<file path="src/source/alu_pkg.sv">
`default_nettype none

package alu_pkg;

    // datapath width, fixed by RV64
    localparam int xlen = 64;
    localparam int word_w = 32;
    localparam int shamt_w = 6;

    // base functions, bit 3 picks the variant
    typedef enum logic [3:0] {
        fn_add  = 4'd0,
        fn_shl  = 4'd1,
        fn_slt  = 4'd2,
        fn_pass = 4'd3,
        fn_xor  = 4'd4,
        fn_shr  = 4'd5,
        fn_or   = 4'd6,
        fn_and  = 4'd7,
        fn_sub  = 4'd8,
        fn_sltu = 4'd10,
        fn_sra  = 4'd13
    } alu_fn_e;

    // follows the funct3 field of the M extension
    typedef enum logic [2:0] {
        md_mul    = 3'd0,
        md_mulh   = 3'd1,
        md_mulhsu = 3'd2,
        md_mulhu  = 3'd3,
        md_div    = 3'd4,
        md_divu   = 3'd5,
        md_rem    = 3'd6,
        md_remu   = 3'd7
    } md_sel_e;

    // result select codes, same as fn[2:0]
    localparam logic [2:0] sel_add  = 3'd0;
    localparam logic [2:0] sel_shl  = 3'd1;
    localparam logic [2:0] sel_slt  = 3'd2;
    localparam logic [2:0] sel_pass = 3'd3;
    localparam logic [2:0] sel_xor  = 3'd4;
    localparam logic [2:0] sel_shr  = 3'd5;
    localparam logic [2:0] sel_or   = 3'd6;
    localparam logic [2:0] sel_and  = 3'd7;

    typedef struct packed {
        logic    word;
        logic    muldiv;
        alu_fn_e fn;
        md_sel_e md_sel;
    } alu_op_t;

    typedef struct packed {
        alu_op_t           op;
        logic [xlen-1:0]   src1;
        logic [xlen-1:0]   src2;
    } alu_req_t;

    typedef struct packed {
        logic       sub;
        logic       unsigned_cmp;
        logic       shift_right;
        logic       shift_arith;
        logic [2:0] out_sel;
        logic       word;
        logic       muldiv;
        md_sel_e    md_sel;
    } alu_ctrl_t;

    typedef struct packed {
        alu_ctrl_t         ctrl;
        logic [xlen-1:0]   src1;
        logic [xlen-1:0]   src2;
    } exec_stage_t;

    typedef struct packed {
        logic              word;
        logic [xlen-1:0]   result;
        logic              zero;
        logic              less;
    } wb_stage_t;

    typedef struct packed {
        logic [xlen-1:0]   result;
        logic              zero;
        logic              less;
    } alu_resp_t;

endpackage

`default_nettype wire

</file>
<file path="src/source/alu_writeback.sv">
`timescale 1ns/1ps
`default_nettype none

module alu_writeback (
    input  wire logic                 clk_i,
    input  wire logic                 reset_i,
    input  wire logic                 valid_i,
    input  wire alu_pkg::wb_stage_t   stage_i,
    output logic                      valid_o,
    output alu_pkg::alu_resp_t        resp_o
);
    import alu_pkg::*;

    logic [xlen-1:0] result;

    // word results are sign extended from bit 31
    assign result = stage_i.word ?
                    {{(xlen-word_w){stage_i.result[word_w-1]}}, stage_i.result[word_w-1:0]} :
                    stage_i.result;

    always_ff @(posedge clk_i) begin
        if (reset_i) begin
            valid_o <= 1'b0;
        end else begin
            valid_o <= valid_i;
        end
    end

    always_ff @(posedge clk_i) begin
        if (valid_i) begin
            resp_o.result <= result;
            resp_o.zero   <= stage_i.zero;
            resp_o.less   <= stage_i.less;
        end
    end

    // no stale response may leave right after reset
    no_valid_after_reset: assert property (
        @(posedge clk_i) reset_i |=> !valid_o
    ) else $error("valid_o high in the cycle after reset");

endmodule

`default_nettype wire

</file>
<file path="config.mk">
export PLATFORM = sky130hd
export DESIGN_NAME = alu_writeback
export DESIGN_NICKNAME = d
export VERILOG_FILES = /design/src/source/alu_pkg.sv /design/src/source/alu_writeback.sv
export SDC_FILE = /design/constraint.sdc
export NUM_CORES = 1
export LEC_CHECK = 0
export ABC_AREA = 1
export ABC_CLOCK_PERIOD_IN_PS = 830
export BUFFER_PORTS_ARGS = -buffer_cell sky130_fd_sc_hd__buf_4
export CAP_MARGIN = 40
export CORE_AREA = 2 2 71 86
export DETAILED_ROUTE_END_ITERATION = 8
export DIE_AREA = 0 0 73 88
export PLACE_DENSITY = 0.88
export SYNTH_ARGS = -nofsm -noshare
export SYNTH_HDL_FRONTEND = slang
export SYNTH_SLANG_ARGS = --single-unit
</file>
<file path="constraint.sdc">
create_clock -name clk_i -period 0.83 [get_ports clk_i]
set_clock_uncertainty 0.15 [all_clocks]
set_input_delay 0.0415 -clock clk_i [delete_from_list [all_inputs] [get_ports clk_i]]
set_output_delay 0.0415 -clock clk_i [all_outputs]
set_load 0.02 [all_outputs]
</file>
==> run metrics, run 1 <==
leakage power 0.00193 uW; vias in the first global route a little under 2000; die area ~6400 sq um; WL/cell 18.8 um; worst path bufs/invs 1; WP data required roughly 0.64 ns; htree depth 3; total congestion overflow 0; placed cell count 340; n_diodes 0; most common cell after layout, fill and taps aside buf_4; Switching Share between 20% and 30%; clock share of power a little over a third; slowest CP cell edfxtp_1; DRT iter0 DRCs 143; Worst Setup Slack, final -0.298 ns; WP data arrival 0.94 ns; Syn. warnings 0; Die Width 73 um; post-synthesis sequential area ratio ~86%; type of the most critical hold path primary input to flop; Post-Synthesis Cells ~140; Max Cap Viol 0; Initial Utilization 41.7%; area delta synth->final 84.2%; PwrDens approximately 2100 nW/um^2; mapped cell area between 2000 and 2500 sq um; Placer Congestion roughly 0.69; final wirelength between 7 and 8 mm; Setup Viol. Count Final 67; pin count of the biggest net entering global routing 33; setup tns final -15.99 ns; critical path peak fanout 1; Clock Path Buffers 2; Crit Path Class flop to primary output; maximum VDD drop roughly 1.2 mV; Overall Global Routing Usage between 20% and 30%; CTS tree done; first-pass GRT wire length around 10 mm; CP max stage delay ~0.43 ns; Root Buffer clkbuf_8; Final period util 136%; Seq. cell area 2000 sq um; number of remaining DRC errors 0; CP Capture Type primary output; NetSw 2170 uW; number of register bits inferred by synthesis 67; Final HPWL DP 3.98 mm; failing checks hold timing, setup timing; Top Ports 137; Die H approximately 90 um; Min-Delay Endpoint resp_o[53]; layout cells sized above 1 ~50%; highest clock rate about 0.9 GHz; synthesized net count between 200 and 250; final cell count without fillers 391; post-CTS setup buffer count 0; Hold Crit Start stage_i[53]; worst hold slack -0.184 ns; port buffer count about 140; Max transition margin approximately 66%; vias per cell approximately 4.7; clk slew on worst S/H paths approximately 0.080 ns; Hold Crit Depth 3; syn avg cell area about 17 sq um; CP startpoint kind flop; Final Max Tran Viols 0; Worst path top cell family by delay flip-flops; Flop pwr share a little under half; status complete, but fails checks; commonest non-fill, non-tap cells in the layout buf_4, buf_6, edfxtp_1, nand2_1, dlygate4sd3_1; Comb power frac between 10% and 20%; RSZ-0062 raised after global routing yes; area occupied by multi-input gates about 260 sq um; min Tclk post-route between 1 and 1.5 ns; core region area roughly 5600 sq um; clock sinks 67; Power Internal approximately 6900 uW; First-pass DRT Iterations 5; Least-Margin Pin Slew 0.514 ns; crit path cell chain buf_6; nets@finish between 300 and 400; Yosys cell types 8; number of buffers created by CTS 9; post-route ant nets 0; fill count 301; final hold vios 35; Rows 30; Vias 1840; hold_buf cts 35; initial antenna violation count 0
==> flip-flops by register name (all words and copies together), names as in the netlist <==
| register | flops |
|---|---|
| valid_o | 1 |
| resp_o | 66 |
==> power groups by stage <==
stage	clock (uW)	combinational, uW	sequential, uW
finish	3260	1630	4200
CTS	3260	1600	4180
global route	3480	1710	4230
detailed placement	0	1300	4200
floorplan	0	142	4570
global placement	0	1280	4190
==> layer usage <==
metal / track usage (%) / up-vias / routed length, um
li1: - / 850 / -
met5: 0 / - / 0
met4: 13.1 / 0 / 240
met3: 6.10 / 19 / 471
met1: 22.8 / 885 / 2330
met2: 42.2 / 86 / 4310
==> cell usage after synthesis (all sizes together) <==
master	n	share of area [%]
edfxtp	66	85
nand2	65	11
nor2	1	0.16
buf	6	2.9
inv	2	0.32
dfxtp	1	0.86
==> how the worst max path moves through the flow <==
stage | from | end | cells after the start | slack (ns)
floorplan | stage_i[66] | resp_o[34] | 3 | 0.10
global placement | stage_i[66] | resp_o[37] | 4 | -0.18
detailed placement | stage_i[66] | resp_o[52] | 4 | -0.22
CTS | resp_o[0] | resp_o[0] | 1 | -0.28
global route | resp_o[46] | resp_o[46] | 1 | -0.33
finish | resp_o[46] | resp_o[46] | 1 | -0.30
==> kinds of logic after synthesis <==
family	share of synthesized area, %
DFF	85.8
buffers and inverters	3.22
and+or+nand+nor	10.9
==> layout make-up <==
| class | instances | area share (%) |
|---|---|---|
| tap | 64 | 1.86 |
| clock buffer | 9 | 2.88 |
| clock inverter | 7 | 2.71 |
| timing repair buffer | 176 | 39.8 |
| inverter | 2 | 0.175 |
| sequential | 67 | 46.6 |
| multi-input combinational | 66 | 5.94 |
==> stage by stage <==
stage                     cell area [sq um]  hold slack [ns]  total power, uW  util, %  worst slack (ns)
after floorplan                        2330          -0.0373             4710        -             0.100
after global placement                 3450           0.0474             5460     61.7            -0.179
after detailed placement               3450           0.0533             5500     61.7            -0.215
final                                  4300           -0.184             9100     76.8            -0.298
after global routing                   4300           -0.191             9410     76.8            -0.335
after CTS                              4280           -0.197             9040     76.6            -0.276
==> repair_timing <==
| action | in CTS | in global routing |
|---|---|---|
| hold endpoints to repair | 77 | 32 |
| resized for setup | 64 | 4 |
| pin swaps | 0 | 0 |
| endpoints found under the setup margin | 67 | 67 |
| cloned | 0 | 0 |
No activity file was read; power rests on OpenSTA's default activity.
==> inputs of run 2 (changes only) <==
--- a/config.mk
+++ b/config.mk
@@ -6,12 +6,12 @@
 export NUM_CORES = 1
 export LEC_CHECK = 0
 export ABC_AREA = 1
-export ABC_CLOCK_PERIOD_IN_PS = 830
-export BUFFER_PORTS_ARGS = -buffer_cell sky130_fd_sc_hd__buf_4
+export ABC_CLOCK_PERIOD_IN_PS = 1100
+export BUFFER_PORTS_ARGS = -buffer_cell sky130_fd_sc_hd__buf_2
 export CAP_MARGIN = 40
-export CORE_AREA = 2 2 71 86
+export CORE_AREA = 2 2 92 67
 export DETAILED_ROUTE_END_ITERATION = 8
-export DIE_AREA = 0 0 73 88
+export DIE_AREA = 0 0 94 69
 export PLACE_DENSITY = 0.88
 export SYNTH_ARGS = -nofsm -noshare
 export SYNTH_HDL_FRONTEND = slang
==> constraint.sdc (replaced) <==
create_clock -name clk_i -period 1.1 [get_ports clk_i]
set_clock_uncertainty 0.15 [all_clocks]
set_input_delay 0.055 -clock clk_i [delete_from_list [all_inputs] [get_ports clk_i]]
set_output_delay 0.055 -clock clk_i [all_outputs]
set_load 0.02 [all_outputs]
==> run metrics, run 2 (synthesis results as in run 1) <==
status complete, but fails checks; failing checks setup timing; DRT iter0 DRCs 55 (-62%); Die Width 94 um (+29%); Biggest register resp_o; final wirelength 6.43 mm (-13%); number of buffers created by CTS 9 (unchanged); clk slew on worst S/H paths 0.07 ns (about the same); WL/cell 14.9 um (-21%); critical path peak fanout 1 (unchanged); area occupied by multi-input gates 255 sq um (unchanged); commonest non-fill, non-tap cells in the layout buf_2, dlygate4sd3_1, edfxtp_1, nand2_1, buf_6; port buffer count 136 (unchanged); Top Registers resp_o x66, valid_o x1; Hold Crit Start valid_i; post-route ant nets 0 (unchanged); Max transition margin 63.9% (-1.8 points); clock sinks 67 (unchanged); Worst Setup Slack, final -0.0170 ns (+0.281 ns); PwrDens 1560 nW/um^2 (-26%); Setup Viol. Count Final 4 (-94%); worst path bufs/invs 1 (unchanged); Final Max Tran Viols 0 (unchanged); Clock Path Buffers 2 (unchanged); Placer Congestion 0.671 (-2.5%); vias per cell 4.45 (-5.3%); First-pass DRT Iterations 5 (unchanged); fill count 329 (+9.3%); Least-Margin Pin Slew 0.541 ns (+0.0277 ns); core region area 5610 sq um (+0.34%); area delta synth->final 83.9%; Worst path top cell family by delay flip-flops; CP Capture Type primary output; Rows 23 (-23%); WP data arrival 0.91 ns (-0.03 ns); Final Util 76.4% (-0.39 points); nets@finish 422 (+7.7%); max FFs per register 66 (unchanged); Seq. cell area 2000 sq um (about the same); die area 6490 sq um (+0.97%); WP data required 0.89 ns (+0.25 ns); post-CTS setup buffer count 0 (unchanged); Finished Cell Area 4290 sq um (-0.17%); type of the most critical hold path primary input to flop; Root Buffer clkbuf_8; leakage power 0.00193 uW (+0.33%); htree depth 3 (unchanged); Final period util 102%; total congestion overflow 0 (unchanged); Vias 1920 (+4.3%); Final HPWL DP 3.57 mm (-10%); pin count of the biggest net entering global routing 36 (+9.1%); Max Cap Viol 0 (unchanged); Min-Delay Endpoint valid_o; final hold vios 0 (-100%); slowest CP cell edfxtp_1; n_diodes 0 (unchanged); highest clock rate approximately 0.90 GHz; Critical Path Source resp_o[11]; RSZ-0062 raised after global routing yes; CTS tree done; crit path cell chain buf_6; Total Power 6690 uW (-26%); Placement Setup Slack 0.0474 ns (+0.263 ns); CP startpoint kind flop; first-pass GRT wire length 9.15 mm (-12%); Initial Utilization 41.6% (-0.14 points); min Tclk post-route around 1.1 ns; Die H 69 um (-22%); most common cell after layout, fill and taps aside buf_2; maximum VDD drop 1.07 mV (-12%); layout cells sized above 1 44.4% (-5.2 points); Hold Crit Depth 4 (+1); vias in the first global route 1954 (-1.7%); Overall Global Routing Usage 18.9% (-4.0 points); placed cell areas 3100 sq um (-10%); number of remaining DRC errors 0 (unchanged); Crit Path Class flop to primary output; initial antenna violation count 0 (unchanged); Top Ports 137 (unchanged); CP max stage delay 0.42 ns (about the same)
==> run 2: changes by cell type in the layout (fill, tap and decap cells not counted), sizes merged <==
cell,delta
buf,-2
clkinv,-3
clkinvlp,+1
dlygate4sd3,+32
inv,+1
==> run 2: area by class of cell <==
cell class	instances	share of cell area, %
flip-flops and latches	67	46.7
repair buffers	206	39.5
multi-input cells	66	5.95
clock buffers	9	2.89
clock inverters	6	2.65
well taps	75	2.19
inverters	2	0.175
==> run 2: stage by stage <==
stage | TNS (ns) | std cells | hold WS, ns
6_report | -0.0388 | 431 | 0.0507
5_1_grt | -1.13 | 431 | 0.0510
4_1_cts | -0.137 | 431 | 0.0119
3_5_place_dp | 0 | 349 | 0.0680
3_3_place_gp | 0 | 349 | 0.0605
2_1_floorplan | 0 | 141 | -0.0238
==> run 2: how the worst max path moves through the flow <==
| stage | endpoint | slack (ns) | cells past startpoint |
|---|---|---|---|
| after global routing | resp_o[11] | -0.05 | 1 |
| after CTS | resp_o[26] | -0.03 | 1 |
| final | resp_o[11] | -0.02 | 1 |
| after floorplan | resp_o[34] | 0.36 | 3 |
| after global placement | resp_o[36] | 0.09 | 4 |
| after detailed placement | resp_o[62] | 0.05 | 4 |
==> run 2: what timing repair did <==
| action | 4_1_cts | 5_1_grt |
|---|---|---|
| endpoints found under the hold margin | 67 | 0 |
| hold buffers | 67 | 0 |
| gates resized for setup | 8 | 84 |
| endpoints found under the setup margin | 13 | 52 |
==> run 2: per-layer routing <==
| metal | part of all wire, % | global-route usage (%) | vias up |
|---|---|---|---|
| met1 | 37 | 19.1 | 891 |
| met4 | 1.3 | 6.76 | 0 |
| met2 | 51 | 34.6 | 109 |
| met5 | 0 | 0 | - |
| met3 | 9.8 | 7.76 | 13 |
| li1 | - | - | 907 |
==> run 2: power by group <==
group | internal [uW] | total, uW | switching [uW]
logic | 588 | 1140 | 556
registers | 3060 | 3140 | 89.2
clock network | 1500 | 2410 | 907
==> inputs of run 3 (changes only) <==
--- a/config.mk
+++ b/config.mk
@@ -9,9 +9,11 @@
 export ABC_CLOCK_PERIOD_IN_PS = 1100
 export BUFFER_PORTS_ARGS = -buffer_cell sky130_fd_sc_hd__buf_2
 export CAP_MARGIN = 40
-export CORE_AREA = 2 2 92 67
+export CELL_PAD_IN_SITES_DETAIL_PLACEMENT = 1
+export CELL_PAD_IN_SITES_GLOBAL_PLACEMENT = 1
+export CORE_AREA = 2 2 104 76
 export DETAILED_ROUTE_END_ITERATION = 8
-export DIE_AREA = 0 0 94 69
+export DIE_AREA = 0 0 106 78
 export PLACE_DENSITY = 0.88
 export SYNTH_ARGS = -nofsm -noshare
 export SYNTH_HDL_FRONTEND = slang
==> run metrics, run 3 (synthesis results as in run 1) <==
htree depth 3 (unchanged); vias per cell 4.26 (-4.4%); port buffer count 136 (unchanged); Final period util 104% (+2.3 points); CP max stage delay 0.43 ns (about the same); Worst Setup Slack, final -0.0420 ns (-0.0250 ns); Setup Viol. Count Final 9 (+5); vias in the first global route 2162 (+11%); RSZ-0062 raised after global routing yes; Worst Setup EP resp_o[27]; Top Ports 137 (unchanged); Total Power 6880 uW (+2.7%); pin count of the biggest net entering global routing 38 (+5.6%); type of the most critical hold path primary input to flop; Root Buffer clkbuf_8; Rows 26 (+13%); min Tclk post-route 1.14 ns (+0.0250 ns); DRT iter0 DRCs 62 (+13%); CTS tree done; post-route ant nets 0 (unchanged); final wirelength 7.96 mm (+24%); clk slew on worst S/H paths 0.07 ns (about the same); core region area 7190 sq um (+28%); placed cell areas 3130 sq um (+0.93%); Vias 1947 (+1.4%); highest clock rate 0.876 GHz (-2.2%); Final Util 61.9% (-14 points); leakage power 0.00198 uW (+2.6%); slowest CP cell edfxtp_1; Top Registers resp_o x66, valid_o x1; failing checks setup timing; total congestion overflow 0 (unchanged); setup tns final -0.117 ns (-0.0779 ns); PwrDens 1540 nW/um^2 (-1.0%); Finished Cell Area 4450 sq um (+3.8%); maximum VDD drop 0.771 mV (-28%); number of remaining DRC errors 0 (unchanged); number of buffers created by CTS 9 (unchanged); layout cells sized above 1 44.3% (-0.092 points); critical path peak fanout 1 (unchanged); Worst path top cell family by delay flip-flops; CP startpoint kind flop; max FFs per register 66 (unchanged); critical path depth 1 (unchanged); fill count 715 (+120%); commonest non-fill, non-tap cells in the layout buf_2, dlygate4sd3_1, edfxtp_1, nand2_1, buf_6; die area 8270 sq um (+27%); Clock Path Buffers 2 (unchanged); Biggest register resp_o; initial antenna violation count 0 (unchanged); Least-Margin Pin Slew 0.540 ns (-0.00144 ns); Initial Utilization 32.4% (-9.1 points); worst path bufs/invs 1 (unchanged); final hold vios 0 (unchanged); Final Max Tran Viols 0 (unchanged); Die H 78 um (+13%); most common cell after layout, fill and taps aside buf_2; status complete, but fails checks; crit path cell chain buf_6; n_diodes 0 (unchanged); Max transition margin 64.0% (+0.096 points); first-pass GRT wire length 11.1 mm (+22%); nets@finish 424 (+0.47%); WP data arrival 0.94 ns (+0.03 ns); WL/cell 17.4 um (+17%); Critical Path Source resp_o[27]; CP Capture Type primary output; Overall Global Routing Usage 18.1% (-0.84 points); First-pass DRT Iterations 4 (-1); post-CTS setup buffer count 0 (unchanged); Placer Congestion 0.654 (-2.5%); WP data required 0.89 ns (about the same); Max Cap Viol 0 (unchanged); clock sinks 67 (unchanged); Die Width 106 um (+13%); area delta synth->final 90.9%; Final HPWL DP 4.01 mm (+12%); Crit Path Class flop to primary output
[run 3: layer usage]
| metal | routed length (um) | vias to the layer above | global-route usage [%] |
|---|---|---|---|
| met5 | 0 | - | 0 |
| met4 | 89 | 0 | 6.71 |
| met3 | 677 | 9 | 7.48 |
| met2 | 4040 | 105 | 32.4 |
| met1 | 3160 | 923 | 19.0 |
| li1 | - | 910 | - |
[run 3: power breakdown]
part / switching, uW / internal [uW]
Sequential: 104 / 3060
Clock: 968 / 1510
Combinational: 585 / 654
[run 3: area by class of cell]
| type | instances | area (sq um) | area share, % |
|---|---|---|---|
| multi-input cells | 66 | 255 | 5.73 |
| repair buffers | 208 | 1820 | 41.0 |
| well taps | 98 | 123 | 2.75 |
| clock buffers | 10 | 128 | 2.87 |
| flip-flops and latches | 67 | 2000 | 45.0 |
| clock inverters | 6 | 114 | 2.56 |
| inverters | 2 | 7.51 | 0.169 |
[run 3: how the worst min path moves through the flow]
stage | from | endpoint | depth (start not counted)
floorplan | reset_i | valid_o | 1
global placement | reset_i | valid_o | 2
detailed placement | reset_i | valid_o | 2
CTS | stage_i[33] | resp_o[56] | 4
global route | stage_i[33] | resp_o[37] | 4
finish | stage_i[33] | resp_o[37] | 4
[run 3: through the flow]
stage / setup slack [ns] / cells / hold WS [ns]
floorplan: 0.357 / 141 / -0.0238
global placement: 0.0936 / 372 / 0.0622
detailed placement: 0.0430 / 372 / 0.0763
CTS: -0.0353 / 456 / 0.0380
global route: -0.0845 / 457 / 0.0581
finish: -0.0420 / 457 / 0.0615
[run 3: what timing repair did]
action | in CTS | in global routing
endpoints found under the setup margin | 29 | 91
gates resized for setup | 32 | 90
hold buffers | 68 | 0
hold endpoints to repair | 67 | 0
gates cloned | 0 | 1
[run 3: tightest hold or removal path: stages]
cell	delay (ns)
buf_2	0.10
nand2_2	0.06
buf_12	0.17
nand2_2	0.07
